==> src/logic/board_pkg.sv <==
// Board control package
// Vector types for joystick, player and graphics words, the reset
// sequencer states and the base bit positions in the board joystick word

`default_nettype none

package board_pkg;

    // Raw joystick word as delivered by the board
    typedef logic [15:0] board_joy_t;

    // Game side joystick, directions in bits 3..0, buttons above
    typedef logic [9:0] game_joy_t;

    typedef logic [1:0] player_pair_t; // One bit per player
    typedef logic [3:0] gfx_mask_t;    // Graphics layer enables

    typedef enum logic [1:0] {
        RST_POWER, // Power-on count, both resets held
        RST_GAME,  // Game reset stretch
        RST_RUN    // Both resets released
    } rst_state_t;

    // Base positions in the board joystick word
    // shifted up by one on three-button boards
    localparam int unsigned BASE_START1_BIT = 6;
    localparam int unsigned BASE_START2_BIT = 7;
    localparam int unsigned BASE_COIN_BIT   = 8;
    localparam int unsigned BASE_PAUSE_BIT  = 9;

endpackage

`default_nettype wire

==> src/logic/board_keys_if.sv <==
// Toggle sources from the input sampler to the toggle logic
// All signals are levels refreshed every cycle, no handshake

`default_nettype none

interface board_keys_if import board_pkg::*; ();

    logic      key_pause;   // Registered keyboard pause
    logic      key_reset;   // Registered keyboard reset
    gfx_mask_t key_gfx;     // Registered layer keys
    logic      joy_pause;   // Pause button of either joystick
    logic      core_rst;
    logic      rot_control; // Registered rotation setting

    modport sampler (
        output key_pause, key_reset, key_gfx, joy_pause, core_rst, rot_control
    );

    modport keeper (
        input key_pause, key_reset, key_gfx, joy_pause, core_rst, rot_control
    );

endinterface

`default_nettype wire

==> src/logic/board_ctrl_top.sv <==
// Arcade board control block
// Reset sequencing, player input merging and live pause and layer toggles

`default_nettype none

module board_ctrl_top import board_pkg::*; #(
    parameter int unsigned RST_CNT_W         = 8,
    parameter int unsigned THREE_BUTTONS     = 0,
    parameter bit          INPUTS_ACTIVE_LOW = 1'b1
) (
    input  wire          clk_sys,
    input  wire          game_rst,
    input  wire          rst_req,
    input  wire          dip_flip,   // A change restarts the game reset
    input  wire          rot_control,
    input  wire          board_joy_t   board_joystick1,
    input  wire          board_joy_t   board_joystick2,
    input  wire          game_joy_t    key_joy1,
    input  wire          game_joy_t    key_joy2,
    input  wire          player_pair_t key_start,
    input  wire          player_pair_t key_coin,
    input  wire          key_service,
    input  wire          key_pause,
    input  wire          key_reset,
    input  wire          gfx_mask_t    key_gfx,
    output logic         core_rst,
    output logic         play_rst,
    output game_joy_t    game_joystick1,
    output game_joy_t    game_joystick2,
    output player_pair_t game_coin,
    output player_pair_t game_start,
    output logic         game_service,
    output logic         game_pause,
    output gfx_mask_t    gfx_en
);

    logic soft_rst_req;

    board_keys_if keys_if ();

    reset_sequencer #(
        .RST_CNT_W    (RST_CNT_W)
    ) u_reset_sequencer (
        .clk_sys      (clk_sys),
        .game_rst     (game_rst),
        .rst_req      (rst_req),
        .dip_flip     (dip_flip),
        .soft_rst_req (soft_rst_req),
        .core_rst     (core_rst),
        .play_rst     (play_rst)
    );

    input_merge #(
        .THREE_BUTTONS     (THREE_BUTTONS),
        .INPUTS_ACTIVE_LOW (INPUTS_ACTIVE_LOW)
    ) u_input_merge (
        .clk_sys         (clk_sys),
        .core_rst        (core_rst),
        .board_joystick1 (board_joystick1),
        .board_joystick2 (board_joystick2),
        .key_joy1        (key_joy1),
        .key_joy2        (key_joy2),
        .key_start       (key_start),
        .key_coin        (key_coin),
        .key_service     (key_service),
        .key_pause       (key_pause),
        .key_reset       (key_reset),
        .key_gfx         (key_gfx),
        .rot_control     (rot_control),
        .game_joystick1  (game_joystick1),
        .game_joystick2  (game_joystick2),
        .game_coin       (game_coin),
        .game_start      (game_start),
        .game_service    (game_service),
        .keys            (keys_if.sampler)
    );

    control_toggles u_control_toggles (
        .clk_sys      (clk_sys),
        .keys         (keys_if.keeper),
        .game_pause   (game_pause),
        .gfx_en       (gfx_en),
        .soft_rst_req (soft_rst_req) // Back to the sequencer
    );

endmodule

`default_nettype wire

==> src/logic/control_toggles.sv <==
// Live toggles
// Rising edges flip the pause flag and the graphics layer enables,
// and the reset key gives a single-cycle soft reset request

`default_nettype none

module control_toggles import board_pkg::*; (
    input  wire         clk_sys,
    board_keys_if.keeper keys,
    output logic        game_pause,
    output gfx_mask_t   gfx_en,
    output logic        soft_rst_req
);

    logic      last_key_pause;
    logic      last_joy_pause;
    logic      last_key_reset;
    gfx_mask_t last_key_gfx;
    logic      pause_rise;
    logic      reset_rise;
    gfx_mask_t gfx_rise;

    // Previous levels, tracked through reset so a held key
    // gives no edge once reset is released
    always_ff @(posedge clk_sys) begin
        last_key_pause <= keys.key_pause;
        last_joy_pause <= keys.joy_pause;
        last_key_reset <= keys.key_reset;
        last_key_gfx   <= keys.key_gfx;
    end

    assign pause_rise = (keys.key_pause & ~last_key_pause) |
                        (keys.joy_pause & ~last_joy_pause);
    assign reset_rise = keys.key_reset & ~last_key_reset;
    assign gfx_rise   = keys.key_gfx & ~last_key_gfx;

    always_ff @(posedge clk_sys) begin
        if (keys.core_rst) begin
            game_pause   <= 1'b0;
            gfx_en       <= '1; // All layers on
            soft_rst_req <= 1'b0;
        end else begin
            if (pause_rise) begin
                game_pause <= ~game_pause;
            end
            gfx_en       <= gfx_en ^ gfx_rise; // Flip only the pressed layers
            soft_rst_req <= reset_rise;
        end
    end

endmodule

`default_nettype wire

==> src/logic/input_merge.sv <==
// Player input sampler
// Synchronises board joysticks and decoded keys, merges them into the
// game joystick, coin, start and service signals, rotates the directions
// for vertical screens and sets the output polarity

`default_nettype none

module input_merge import board_pkg::*; #(
    parameter int unsigned THREE_BUTTONS     = 0,
    parameter bit          INPUTS_ACTIVE_LOW = 1'b1
) (
    input  wire          clk_sys,
    input  wire          core_rst,
    input  wire          board_joy_t   board_joystick1,
    input  wire          board_joy_t   board_joystick2,
    input  wire          game_joy_t    key_joy1,
    input  wire          game_joy_t    key_joy2,
    input  wire          player_pair_t key_start,
    input  wire          player_pair_t key_coin,
    input  wire          key_service,
    input  wire          key_pause,
    input  wire          key_reset,
    input  wire          gfx_mask_t    key_gfx,
    input  wire          rot_control,
    output game_joy_t    game_joystick1,
    output game_joy_t    game_joystick2,
    output player_pair_t game_coin,
    output player_pair_t game_start,
    output logic         game_service,
    board_keys_if.sampler keys
);

    localparam int unsigned START1_BIT = BASE_START1_BIT + THREE_BUTTONS;
    localparam int unsigned START2_BIT = BASE_START2_BIT + THREE_BUTTONS;
    localparam int unsigned COIN_BIT   = BASE_COIN_BIT + THREE_BUTTONS;
    localparam int unsigned PAUSE_BIT  = BASE_PAUSE_BIT + THREE_BUTTONS;

    localparam game_joy_t    JOY_INV  = {10{INPUTS_ACTIVE_LOW}};
    localparam player_pair_t PAIR_INV = {2{INPUTS_ACTIVE_LOW}};

    board_joy_t   joy1_q, joy2_q;
    game_joy_t    key_joy1_q, key_joy2_q;
    player_pair_t key_start_q, key_coin_q;
    logic         key_service_q;

    // Vertical screens swap the axes; buttons stay put
    function automatic game_joy_t apply_rotation(input game_joy_t joy, input logic rot);
        game_joy_t rotated;
        rotated = {joy[9:4], joy[0], joy[1], joy[3], joy[2]};
        return rot ? rotated : joy;
    endfunction

    // Sync stage
    always_ff @(posedge clk_sys) begin
        joy1_q           <= board_joystick1;
        joy2_q           <= board_joystick2;
        key_joy1_q       <= key_joy1;
        key_joy2_q       <= key_joy2;
        key_start_q      <= key_start;
        key_coin_q       <= key_coin;
        key_service_q    <= key_service;
        keys.key_pause   <= key_pause;
        keys.key_reset   <= key_reset;
        keys.key_gfx     <= key_gfx;
        keys.rot_control <= rot_control;
    end

    assign keys.joy_pause = joy1_q[PAUSE_BIT] | joy2_q[PAUSE_BIT];
    assign keys.core_rst  = core_rst;

    // Output stage
    always_ff @(posedge clk_sys) begin
        game_joystick1 <= JOY_INV ^ apply_rotation(joy1_q[9:0] | key_joy1_q,
                                                   keys.rot_control);
        game_joystick2 <= JOY_INV ^ apply_rotation(joy2_q[9:0] | key_joy2_q,
                                                   keys.rot_control);

        game_coin  <= PAIR_INV ^ ({joy2_q[COIN_BIT], joy1_q[COIN_BIT]} | key_coin_q);
        game_start <= PAIR_INV ^ ({joy1_q[START2_BIT], joy1_q[START1_BIT]} |
                                  {joy2_q[START2_BIT], joy2_q[START1_BIT]} |
                                  key_start_q);
    end

    always_ff @(posedge clk_sys) begin
        if (core_rst) begin
            game_service <= INPUTS_ACTIVE_LOW; // Inactive level
        end else begin
            game_service <= key_service_q ^ INPUTS_ACTIVE_LOW;
        end
    end

endmodule

`default_nettype wire

==> src/logic/reset_sequencer.sv <==
// Reset sequencer
// Power-on counter for the system reset, then a stretched game reset
// that restarts on an external request, a soft reset key or a flip change

`default_nettype none

module reset_sequencer import board_pkg::*; #(
    parameter int unsigned RST_CNT_W = 8
) (
    input  wire  clk_sys,
    input  wire  game_rst,
    input  wire  rst_req,      // External reset request
    input  wire  dip_flip,
    input  wire  soft_rst_req, // One-cycle pulse from the reset key
    output logic core_rst,
    output logic play_rst
);

    rst_state_t           state;
    logic [RST_CNT_W-1:0] power_cnt;
    logic [RST_CNT_W-1:0] game_cnt;
    logic                 last_flip;
    logic                 flip_change;
    logic                 game_req;

    // Flip changes are spotted against last cycle's setting
    always_ff @(posedge clk_sys) begin
        last_flip <= dip_flip;
    end

    assign flip_change = dip_flip != last_flip;
    assign game_req    = rst_req | soft_rst_req | flip_change;

    always_ff @(posedge clk_sys) begin
        if (game_rst) begin
            state     <= RST_POWER;
            power_cnt <= '0; // Held at zero while reset is asserted
            game_cnt  <= '0;
        end else begin
            case (state)
                RST_POWER: begin
                    if (power_cnt == '1) begin
                        state    <= RST_GAME;
                        game_cnt <= '0;
                    end else begin
                        power_cnt <= power_cnt + 1'b1;
                    end
                end
                RST_GAME: begin
                    if (game_req) begin
                        game_cnt <= '0; // Restart the stretch
                    end else if (game_cnt == '1) begin
                        state <= RST_RUN;
                    end else begin
                        game_cnt <= game_cnt + 1'b1;
                    end
                end
                RST_RUN: begin
                    if (game_req) begin
                        state    <= RST_GAME;
                        game_cnt <= '0;
                    end
                end
                default: begin
                    state     <= RST_POWER;
                    power_cnt <= '0;
                end
            endcase
        end
    end

    // Game reset always covers the system reset
    assign core_rst = state == RST_POWER;
    assign play_rst = state != RST_RUN;

endmodule

`default_nettype wire

==> config.mk <==
export PLATFORM = sky130hd
export DESIGN_NAME = board_ctrl_top
export DESIGN_NICKNAME = d
export VERILOG_FILES = /design/src/logic/board_pkg.sv /design/src/logic/board_keys_if.sv /design/src/logic/board_ctrl_top.sv /design/src/logic/control_toggles.sv /design/src/logic/input_merge.sv /design/src/logic/reset_sequencer.sv
export SDC_FILE = /design/constraint.sdc
export NUM_CORES = 1
export LEC_CHECK = 0
export ABC_AREA = 1
export BUFFER_PORTS_ARGS = -buffer_cell sky130_fd_sc_hd__clkbuf_2
export CELL_PAD_IN_SITES_DETAIL_PLACEMENT = 1
export CELL_PAD_IN_SITES_GLOBAL_PLACEMENT = 1
export CORE_ASPECT_RATIO = 1.1
export CORE_MARGIN = 2
export CORE_UTILIZATION = 37
export DETAILED_ROUTE_END_ITERATION = 6
export PLACE_DENSITY_LB_ADDON = 0.15
export SETUP_SLACK_MARGIN = 0.02
export SYNTH_ARGS = -nofsm -noshare
export SYNTH_HDL_FRONTEND = slang
export SYNTH_SLANG_ARGS = --single-unit
export TNS_END_PERCENT = 20
==> constraint.sdc <==
create_clock -name clk_sys -period 1.78 [get_ports clk_sys]
set_clock_uncertainty 0.15 [all_clocks]
set_input_delay 0.178 -clock clk_sys [delete_from_list [all_inputs] [get_ports clk_sys]]
set_output_delay 0.178 -clock clk_sys [all_outputs]
set_load 0.05 [all_outputs]
==> summary.md, run 1 <==
| Metric | Value |
|---|---|
| CTS tree | `done` |
| Post-Syn Nets | `~420` |
| 1st-iter DRT viols | `47` |
| TritonCTS Buffers | `9` |
| Post-DP HPWL | `4850 um` |
| Grt ovf | `0` |
| Multi-input gate area | `between 1000 and 1500 um^2` |
| Dpl cells | `about 550` |
| Setup TNS | `0 ns` |
| Final min period | `between 1.5 and 2 ns` |
| Top-area cell type share of the netlist area | `around two thirds` |
| Worst hold slack | `between 0.01 and 0.015 ns` |
| Root Driver | `clkbuf_8` |
| Post-Synthesis Cells | `approximately 350` |
| Top sig layer | `met4` |
| Die extent in x | `~94 um` |
| Area leader, netlist | `dfxtp_1` |
| Antenna Nets Post-Route | `0` |
| ANT cells | `0` |
| Max-slew violation count | `0` |
| Max Cap Viol | `0` |
| Global-route wire length before repair | `between 10,000 and 15,000 um` |
| Register area | `2190 um^2` |
| RSZ-0062 raised after global routing | `true` |
| Post-synth top flop | `dfxtp_1` |
| Ports | `100` |
| Outcome | `finished clean` |
| H-tree Lvls | `3` |
| Starting Density | `between 30% and 40%` |
| CP max FO | `5` |
| Sw Pwr | `roughly 0.0011 W` |
| Commonest cells post-synth | `dfxtp_1, nand2_1, nor2_1` |
| Synth Area per Inst | `between 9 and 10 um^2` |
| Die area | `between 9000 and 10,000 um^2` |
| Clk_lat worst skew | `approximately 0.37 ns` |
| Cell Area, Synth | `approximately 3300 um^2` |
| Register area share after synthesis | `about two thirds` |
| Met3 wire len | `~360 um` |
| Met2 wire length | `4430 um` |
| Sw Share | `approximately a quarter` |
| Combinational power share | `under 10%` |
| Core Rows | `36` |
| IO buf count | `between 80 and 90` |
| Slew at the pin closest to its max-slew limit | `0.475 ns` |
| Sink Count | `approximately 110` |
| Pleak | `2.12 nW` |
| Area Overhead vs Synth | `42.3%` |
| Worst slew margin | `between 60% and 70%` |
| Clk slew on worst S/H paths | `~0.10 ns` |
| Routed vias/inst | `between 4 and 5` |
| Endpoints failing setup | `0` |
| Drt drc | `0` |
| GPL Wtd Cong | `slightly above 0.7` |
| Worst r2r src | `u_reset_sequencer.game_cnt[1]` |
| CP startpoint kind | `register` |
| WS Path Type | `register to output port` |
| Final period utilization | `93.1%` |
| Vias in the first global route | `between 2,000 and 3,000` |
| Clock share of power | `36.7%` |
| Post-synth cell types | `27` |
| Post-synth EDFFs | `0` |
| Fin cells | `between 600 and 700` |
| Wire per inst | `12.9 um` |
| Max Freq | `604 MHz` |
| Setup crit start | `u_reset_sequencer.state[1]` |
| Layout cells sized above 1 | `roughly 28%` |
| Int Power | `0.00361 W` |
| Die Span Y | `103 um` |
| Crit Reg-Reg Endpoint | `u_reset_sequencer.game_cnt[1]` |
| R2R depth | `8` |
| CP Data Required Time | `around 1.5 ns` |
| Post-DP Area | `slightly below 4000 um^2` |
| Area contributors post-synth | `dfxtp_1, nand2_1, nor2_1, inv_1, a21oi_1` |
| Routed metal-1 wirelength | `3090 um` |
| Fraction of registers with async set/reset | `0%` |
| Largest net degree at the start of global routing | `19` |
| Flop pwr share | `between 50 and 60%` |
| Final wirelength | `about 8000 um` |
| Fin util | `a little over half` |
| Reg2Reg Setup Slack | `between 0.1 and 0.15 ns` |
| Count leader, synth | `dfxtp_1` |
| Peak supply drop | `about 660 uV` |
| WP data arrival | `roughly 1.3 ns` |
| Drt pass-1 iters | `4` |
| Setup crit end kind | `output port` |
| Total track usage | `18.0%` |
| Worst hold path type | `primary input to register` |
| Clk buf depth | `2` |
| Vias after detailed routing | `about 2,700` |
| Fin. Hold Viols | `0` |
| Final Cell Area | `~4700 um^2` |
| Core area | `about 8800 um^2` |
| Initial antenna violation count | `0` |
| Final nets | `between 500 and 600` |
| Pwr Density | `between 900 and 1000 nW/um^2` |
| FF+latch count, synth | `109` |
| Fillers | `between 1,000 and 1,500` |
| Synthesis Warnings | `0` |
| CP endpoint | `core_rst` |
-- cells by family (layout without fill, tap and decap cells) --
group,after synthesis,after routing,share of synthesized area [%]
fa+ha+maj,6,6,2.26
buf+inv,38,197,4.33
xor+xnor,1,1,0.264
compound gates,43,43,7.50
flops,109,109,65.7
simple gates,148,148,20.0
-- sequential cells by signal, indices dropped and copies added, names as in the netlist, 2 cells and up --
signal	flops
u_input_merge.game_joystick1	10
u_input_merge.game_start	2
u_control_toggles.gfx_en	4
u_input_merge.key_joy2_q	10
u_input_merge.joy1_q	10
u_input_merge.key_joy1_q	10
u_control_toggles.last_key_gfx	4
u_input_merge.game_coin	2
u_input_merge.joy2_q	10
u_input_merge.keys.key_gfx	4
u_reset_sequencer.power_cnt	8
u_reset_sequencer.game_cnt	8
u_input_merge.key_coin_q	2
u_reset_sequencer.state	2
u_input_merge.game_joystick2	10
u_input_merge.key_start_q	2
-- per-layer routing --
| metal | global-route usage, % | vias up |
|---|---|---|
| li1 | - | 1397 |
| met1 | 18.4 | 1285 |
| met2 | 34.6 | 50 |
| met3 | 5.80 | 6 |
| met4 | 6.02 | 0 |
| met5 | 0 | - |
-- power groups by stage --
stage / clock network [W] / registers [W] / logic (W)
finish: 0.00173 / 0.00259 / 0.000387
floorplan: 0 / 0.00275 / 0.0000633
global placement: 0 / 0.00264 / 0.000279
global route: 0.00190 / 0.00261 / 0.000421
detailed placement: 0 / 0.00265 / 0.000287
CTS: 0.00178 / 0.00259 / 0.000379
-- worst max-delay path, stage by stage (launching register included) --
cell and delay, ns:
dfxtp_2 0.36, inv_1 0.08, ha_2 0.23, clkbuf_2 0.29
-- cell type report --
type                            count  area share, %
Clock buffer                       11           3.20
Sequential cell                   109           46.3
Timing Repair Buffer              146           21.4
Tap cell                          114           3.02
Multi-Input combinational cell    198           21.4
Inverter                           35           2.78
Clock inverter                      5           1.88
-- worst min-delay path by stage --
stage                                   from                            end  cells after the start
final                               game_rst  u_reset_sequencer.game_cnt[4]                      3
after global routing                game_rst  u_reset_sequencer.game_cnt[4]                      3
after CTS                           game_rst  u_reset_sequencer.game_cnt[4]                      3
after detailed placement         key_joy2[9]    u_input_merge.key_joy2_q[9]                      1
after global placement    board_joystick2[8]        u_input_merge.joy2_q[8]                      1
after floorplan           board_joystick1[0]        u_input_merge.joy1_q[0]                      0
-- cells in the final DEF (no fill, tap or decap), types with 2 or more instances in the layout --
master,count
dfxtp_1,105
clkbuf_2,86
nand2_1,63
dlygate4sd3_1,53
nor2_1,42
inv_1,32
a21oi_1,19
nand3_1,15
o21ai_0,14
clkbuf_8,11
nor2_2,8
nor3_1,6
buf_4,6
nand2_2,5
ha_1,4
dfxtp_2,4
nand4_1,3
o21bai_1,3
a21oi_2,3
inv_2,2
nor2_4,2
nand3_2,2
bufinv_16,2
-- metrics by stage --
stage                     worst slack, ns  power, W
after floorplan                     0.187   0.00281
after global placement              0.154   0.00292
after detailed placement            0.108   0.00293
after CTS                          0.0537   0.00475
after global routing               0.0210   0.00493
final                               0.123   0.00471
-- what timing repair did --
action                     4_1_cts  5_1_grt
hold buffers                    53        0
resized for setup                1        7
pin swaps                        0        3
buffers inserted                 0        0
hold endpoints to repair        53        0
setup endpoints to repair        1       12
Power figures use the tool's default switching activity.
==> inputs of run 2 (changes only) <==
--- a/config.mk
+++ b/config.mk
@@ -7,11 +7,9 @@
 export LEC_CHECK = 0
 export ABC_AREA = 1
 export BUFFER_PORTS_ARGS = -buffer_cell sky130_fd_sc_hd__clkbuf_2
-export CELL_PAD_IN_SITES_DETAIL_PLACEMENT = 1
-export CELL_PAD_IN_SITES_GLOBAL_PLACEMENT = 1
 export CORE_ASPECT_RATIO = 1.1
 export CORE_MARGIN = 2
-export CORE_UTILIZATION = 37
+export CORE_UTILIZATION = 50
 export DETAILED_ROUTE_END_ITERATION = 6
 export PLACE_DENSITY_LB_ADDON = 0.15
 export SETUP_SLACK_MARGIN = 0.02
==> summary.md, run 2 (synthesis gave the netlist of run 1 again) <==
| Metric | Value |
|---|---|
| Outcome | `finished clean` |
| Critical path buffers and inverters | `0 (-2)` |
| Worst hold path type | `primary input to register` |
| Post-DP Area | `3860 um^2 (-1.8%)` |
| Dpl cells | `513 (-6.6%)` |
| Largest net degree at the start of global routing | `22 (+3)` |
| CTS tree | `done` |
| TritonCTS Buffers | `9 (unchanged)` |
| Worst slew margin | `70.9% (+2.6 points)` |
| IO buf count | `87 (unchanged)` |
| Die area | `7310 um^2 (-25%)` |
| Grt ovf | `0 (unchanged)` |
| CP startpoint kind | `register` |
| GPL Wtd Cong | `0.767 (+6.1%)` |
| Die Span Y | `89.5 um (-13%)` |
| Layout cells sized above 1 | `27.4% (-0.74 points)` |
| Global-route wire length before repair | `11,100 um (-17%)` |
| Clk buf depth | `2 (unchanged)` |
| CP max-delay cell | `dfxtp_1` |
| Vias in the first global route | `2,672 (-9.0%)` |
| Final nets | `572 (-0.17%)` |
| Max Freq | `594 MHz (-1.6%)` |
| Core area | `6520 um^2 (-26%)` |
| Pwr Density | `981 nW/um^2 (-1.6%)` |
| Die extent in x | `81.7 um (-13%)` |
| Initial antenna violation count | `0 (unchanged)` |
| Fillers | `502 (-51%)` |
| WS Path Type | `register to register` |
| Max-slew violation count | `0 (unchanged)` |
| WP data arrival | `1.80 ns (+0.47 ns)` |
| Antenna Nets Post-Route | `0 (unchanged)` |
| Final WS setup | `0.0962 ns (-0.0268 ns)` |
| Wire per inst | `12.1 um (-6.2%)` |
| Post-DP HPWL | `4100 um (-16%)` |
| Final wirelength | `7070 um (-11%)` |
| RSZ-0062 raised after global routing | `true` |
| Peak supply drop | `776 uV (+17%)` |
| 1st-iter DRT viols | `81 (+72%)` |
| Crit-path max cell delay | `0.39 ns (+0.03 ns)` |
| Area Overhead vs Synth | `40.4%` |
| Total power | `0.00458 W (-2.9%)` |
| Fin. Hold Viols | `0 (unchanged)` |
| Routed vias/inst | `4.56 (+2.9%)` |
| Pleak | `2.10 nW (-0.88%)` |
| Max Cap Viol | `0 (unchanged)` |
| Setup crit end kind | `register` |
| Drt pass-1 iters | `4 (unchanged)` |
| CP Data Required Time | `1.90 ns (+0.45 ns)` |
| Vias after detailed routing | `2,666 (-2.6%)` |
| Highest-count cells in the layout ignoring fill and taps | `dfxtp_1, clkbuf_2, nand2_1, dlygate4sd3_1, nor2_1` |
| Fin cells | `585 (-5.3%)` |
| Sink Count | `109 (unchanged)` |
| Multi-input gate area | `1020 um^2 (+0.62%)` |
| Ports | `100 (unchanged)` |
| ANT cells | `0 (unchanged)` |
| Final min period | `1.68 ns (+0.0268 ns)` |
| Endpoints failing setup | `0 (unchanged)` |
| CP top delay family | `simple AND/OR/NAND/NOR gates` |
| Commonest non-fill, non-tap cell in the layout | `dfxtp_1` |
| Clk_lat worst skew | `0.38 ns (about the same)` |
| Clk slew on worst S/H paths | `0.10 ns (about the same)` |
| CP Cell Sequence | `ha_1 > nand2_2 > nor2_2 > nand3_2 > o21bai_4 > nor2_2 > nor2_1 > nor2_2` |
| H-tree Lvls | `3 (unchanged)` |
| Post-Place Setup Slack | `0.0890 ns (-0.0187 ns)` |
| CP max FO | `5 (unchanged)` |
| Total track usage | `20.3% (+2.3 points)` |
| Final period utilization | `94.6% (+1.5 points)` |
| CP dominant cell by count | `nor2_2` |
| Core Rows | `31 (-14%)` |
| Register area | `2190 um^2 (about the same)` |
| Final Cell Area | `4660 um^2 (-1.3%)` |
| Root Driver | `clkbuf_8` |
| Starting Density | `51.0% (+13 points)` |
| Slew at the pin closest to its max-slew limit | `0.436 ns (-0.0388 ns)` |
| Drt drc | `0 (unchanged)` |
==> run 2: cell types whose count changed in the layout (fill, tap and decap cells not counted), sizes merged <==
cell and delta:
buf -3, nor2 +1, inv +2, clkbuf -2, clkinv +1, bufinv -1
dlygate4sd3 +1
==> run 2: through the flow <==
stage / hold slack (ns) / TNS [ns] / utilization, %
floorplan: 0.0557 / 0 / -
global placement: 0.130 / 0 / 59.3
detailed placement: 0.132 / 0 / 59.3
CTS: 0.133 / 0 / 71.0
global route: 0.180 / -0.0301 / 71.6
finish: 0.153 / 0 / 71.6
==> run 2: timing repair <==
item	in CTS	in global routing
setup endpoints to repair	1	13
hold endpoints to repair	56	0
gates resized for setup	1	7
setup buffers	0	1
gates cloned	0	1
pin swaps	0	2
hold buffers	54	0
==> run 2: path summary, 6_finish.rpt <==
path	from	endpoint	slack (ns)	depth (start not counted)
worst max-delay path	u_reset_sequencer.game_cnt[1]	u_reset_sequencer.game_cnt[7]	0.1	8
worst min-delay path	rst_req	u_reset_sequencer.game_cnt[2]	0.15	6
worst max register to register	u_reset_sequencer.game_cnt[1]	u_reset_sequencer.game_cnt[7]	0.1	8
worst min register to register	u_input_merge.keys.key_gfx[3]	u_control_toggles.last_key_gfx[3]	0.21	0
==> run 2: power by group <==
part,internal [W],switching [W]
clock,0.000695,0.000911
sequential,0.00255,0.0000406
combinational,0.000169,0.000211
total,0.00341,0.00116
==> run 2: final cells by class <==
type / count / share of cell area [%]
sequential: 109 / 46.9
clock inverter: 7 / 2.09
multi-input combinational: 199 / 21.9
inverter: 35 / 2.87
clock buffer: 9 / 2.66
timing repair buffer: 144 / 21.5
tap: 82 / 2.20
==> run 2: metal layers <==
metal / routed length [um] / GRT usage [%]
met5: 0 / 0
met4: 128 / 8.18
met3: 372 / 6.46
met2: 3710 / 37.8
met1: 2860 / 20.9
==> run 2: worst min-delay path: stages <==
cell and delay, ns:
clkbuf_2 0.09, nor2_2 0.05, nand3_4 0.13, nor3_1 0.06, nand3_1 0.09, a21oi_2 0.05
==> inputs of run 3 (changes only) <==
--- a/config.mk
+++ b/config.mk
@@ -9,7 +9,7 @@
 export BUFFER_PORTS_ARGS = -buffer_cell sky130_fd_sc_hd__clkbuf_2
 export CORE_ASPECT_RATIO = 1.1
 export CORE_MARGIN = 2
-export CORE_UTILIZATION = 50
+export CORE_UTILIZATION = 54
 export DETAILED_ROUTE_END_ITERATION = 6
 export PLACE_DENSITY_LB_ADDON = 0.15
 export SETUP_SLACK_MARGIN = 0.02
==> constraint.sdc (replaced) <==
create_clock -name clk_sys -period 2 [get_ports clk_sys]
set_clock_uncertainty 0.15 [all_clocks]
set_input_delay 0.2 -clock clk_sys [delete_from_list [all_inputs] [get_ports clk_sys]]
set_output_delay 0.2 -clock clk_sys [all_outputs]
set_load 0.05 [all_outputs]
==> summary.md, run 3 (synthesis gave the netlist of run 1 again) <==
| Metric | Value |
|---|---|
| Slew at the pin closest to its max-slew limit | `0.477 ns (+0.0410 ns)` |
| Setup crit start | `u_reset_sequencer.power_cnt[0]` |
| Drt pass-1 iters | `4 (unchanged)` |
| Drt drc | `0 (unchanged)` |
| Clk slew on worst S/H paths | `0.09 ns (about the same)` |
| CP max-delay cell | `dfxtp_1` |
| Final wirelength | `7290 um (+3.1%)` |
| Total track usage | `23.2% (+2.9 points)` |
| RSZ-0062 raised after global routing | `false` |
| Global-route wire length before repair | `12,000 um (+8.3%)` |
| Area Overhead vs Synth | `37.7%` |
| Die area | `6800 um^2 (-7.1%)` |
| Max Freq | `571 MHz (-3.9%)` |
| Antenna Nets Post-Route | `0 (unchanged)` |
| Final min period | `1.75 ns (+0.0685 ns)` |
| CP dominant cell by count | `nand2_1` |
| Vias after detailed routing | `2,730 (+2.4%)` |
| CP max FO | `10 (+5)` |
| CP startpoint kind | `register` |
| Grt ovf | `0 (unchanged)` |
| Worst hold slack | `0.0267 ns (-0.126 ns)` |
| Core Rows | `29 (-6.5%)` |
| Max Cap Viol | `0 (unchanged)` |
| Worst slew margin | `68.1% (-2.7 points)` |
| Endpoints failing setup | `0 (unchanged)` |
| Initial antenna violation count | `0 (unchanged)` |
| Grt met1 use | `24.1% (+3.2 points)` |
| Setup TNS | `0 ns (unchanged)` |
| Max-slew violation count | `0 (unchanged)` |
| CP Cell Sequence | `ha_1 > nand2_1 > nor2_2 > nand2_1 > nand2_1 > nand2_2 > nor2_4 > nand2_1 > nand2_1 > nor2_2` |
| Largest net degree at the start of global routing | `19 (-14%)` |
| Peak supply drop | `730 uV (-5.9%)` |
| Layout cells sized above 1 | `25.7% (-1.7 points)` |
| Die Span Y | `86.3 um (-3.6%)` |
| WS Path Type | `register to register` |
| Ports | `100 (unchanged)` |
| Met3 usage | `7.92% (+1.5 points)` |
| Clk_lat worst skew | `0.37 ns (about the same)` |
| Total setup buffers inserted after CTS | `0 (unchanged)` |
| Final nets | `568 (-0.70%)` |
| Total power | `0.00397 W (-13%)` |
| TritonCTS Buffers | `9 (unchanged)` |
| WP data arrival | `1.87 ns (+0.07 ns)` |
| M2 GR Usage | `42.4% (+4.6 points)` |
| Wire per inst | `12.7 um (+4.9%)` |
| IO buf count | `87 (unchanged)` |
| Setup crit end kind | `register` |
| Core area | `5840 um^2 (-10%)` |
| Sink Count | `109 (unchanged)` |
| Starting Density | `56.9% (+5.9 points)` |
| Reg2Reg Setup Slack | `0.25 ns (+0.15 ns)` |
| H-tree Lvls | `3 (unchanged)` |
| 1st-iter DRT viols | `112 (+38%)` |
| Final WS setup | `0.248 ns (+0.152 ns)` |
| Root Driver | `clkbuf_8` |
| Post-Place Setup Slack | `0.291 ns (+0.202 ns)` |
| Vias in the first global route | `2,796 (+4.6%)` |
| Worst hold path type | `primary input to register` |
| Commonest non-fill, non-tap cell in the layout | `dfxtp_1` |
| Crit Reg-Reg Endpoint | `u_reset_sequencer.game_cnt[0]` |
| Worst r2r src | `u_reset_sequencer.power_cnt[0]` |
| R2R depth | `10 (+2)` |
| Fin util | `78.3% (+6.7 points)` |
| GPL Wtd Cong | `0.833 (+8.5%)` |
| Final period utilization | `87.6% (-7.0 points)` |
| CTS tree | `done` |
| Die extent in x | `78.8 um (-3.6%)` |
| Post-DP HPWL | `4120 um (+0.46%)` |
| CP endpoint | `u_reset_sequencer.game_cnt[0]` |
| Highest-count cells in the layout ignoring fill and taps | `dfxtp_1, clkbuf_2, nand2_1, dlygate4sd3_1, nor2_1` |
| Pleak | `2.07 nW (-1.6%)` |
| Pwr Density | `867 nW/um^2 (-12%)` |
| CP Data Required Time | `2.11 ns (+0.21 ns)` |
| Clk buf depth | `2 (unchanged)` |
| Crit-path max cell delay | `0.41 ns (+0.02 ns)` |
| Routed vias/inst | `4.75 (+4.2%)` |
| Outcome | `finished clean` |
| Fin. Hold Viols | `0 (unchanged)` |
| ANT cells | `0 (unchanged)` |
| GR peak layer | `met2` |
==> run 3: how the worst min path moves through the flow <==
stage,startpoint,to,slack [ns],depth (start not counted)
2_1_floorplan,board_joystick1[0],u_input_merge.joy1_q[0],0.08,0
3_3_place_gp,key_joy1[4],u_input_merge.key_joy1_q[4],0.15,1
3_5_place_dp,board_joystick2[8],u_input_merge.joy2_q[8],0.15,1
4_1_cts,game_rst,u_reset_sequencer.game_cnt[4],0.01,2
5_1_grt,game_rst,u_reset_sequencer.game_cnt[4],0.03,2
6_report,game_rst,u_reset_sequencer.game_cnt[4],0.03,2
==> run 3: power breakdown <==
group	leakage, nW	internal, W	switching (W)
logic	1.06	0.000147	0.000189
registers	0.908	0.00227	0.0000426
clock network	0.0988	0.000591	0.000730
total	2.07	0.00301	0.000961
==> run 3: final cells by class <==
type                       instances  area [um^2]
inverter                          35          131
clock inverter                     5         67.6
sequential                       109         2180
tap                               77         96.3
fill                             364         1270
clock buffer                      10          128
multi-input combinational        198          996
timing repair buffer             141          973
==> run 3: per-stage QoR <==
| step | std cells | cell area (um^2) |
|---|---|---|
| global placement | 507 | 3850 |
| floorplan | 345 | 3320 |
| CTS | 575 | 4570 |
| detailed placement | 507 | 3850 |
| finish | 575 | 4570 |
| global route | 575 | 4570 |
==> run 3: layer usage <==
metal  routed length [um]  share of wire [%]
met3                  442                6.1
met2                 3800                 52
met5                    0                  0
met1                 2900                 40
met4                  156                2.1
==> run 3: critical path, delay by kind of cell, from the launching register on <==
| kind | cells | cell delay, ns |
|---|---|---|
| fa+ha+maj | 1 | 0.22 |
| flops | 1 | 0.41 |
| simple gates | 9 | 0.89 |
==> run 3: what timing repair did <==
item,CTS,global route
endpoints found under the hold margin,53,0
hold buffers,53,0
gates resized for setup,0,0
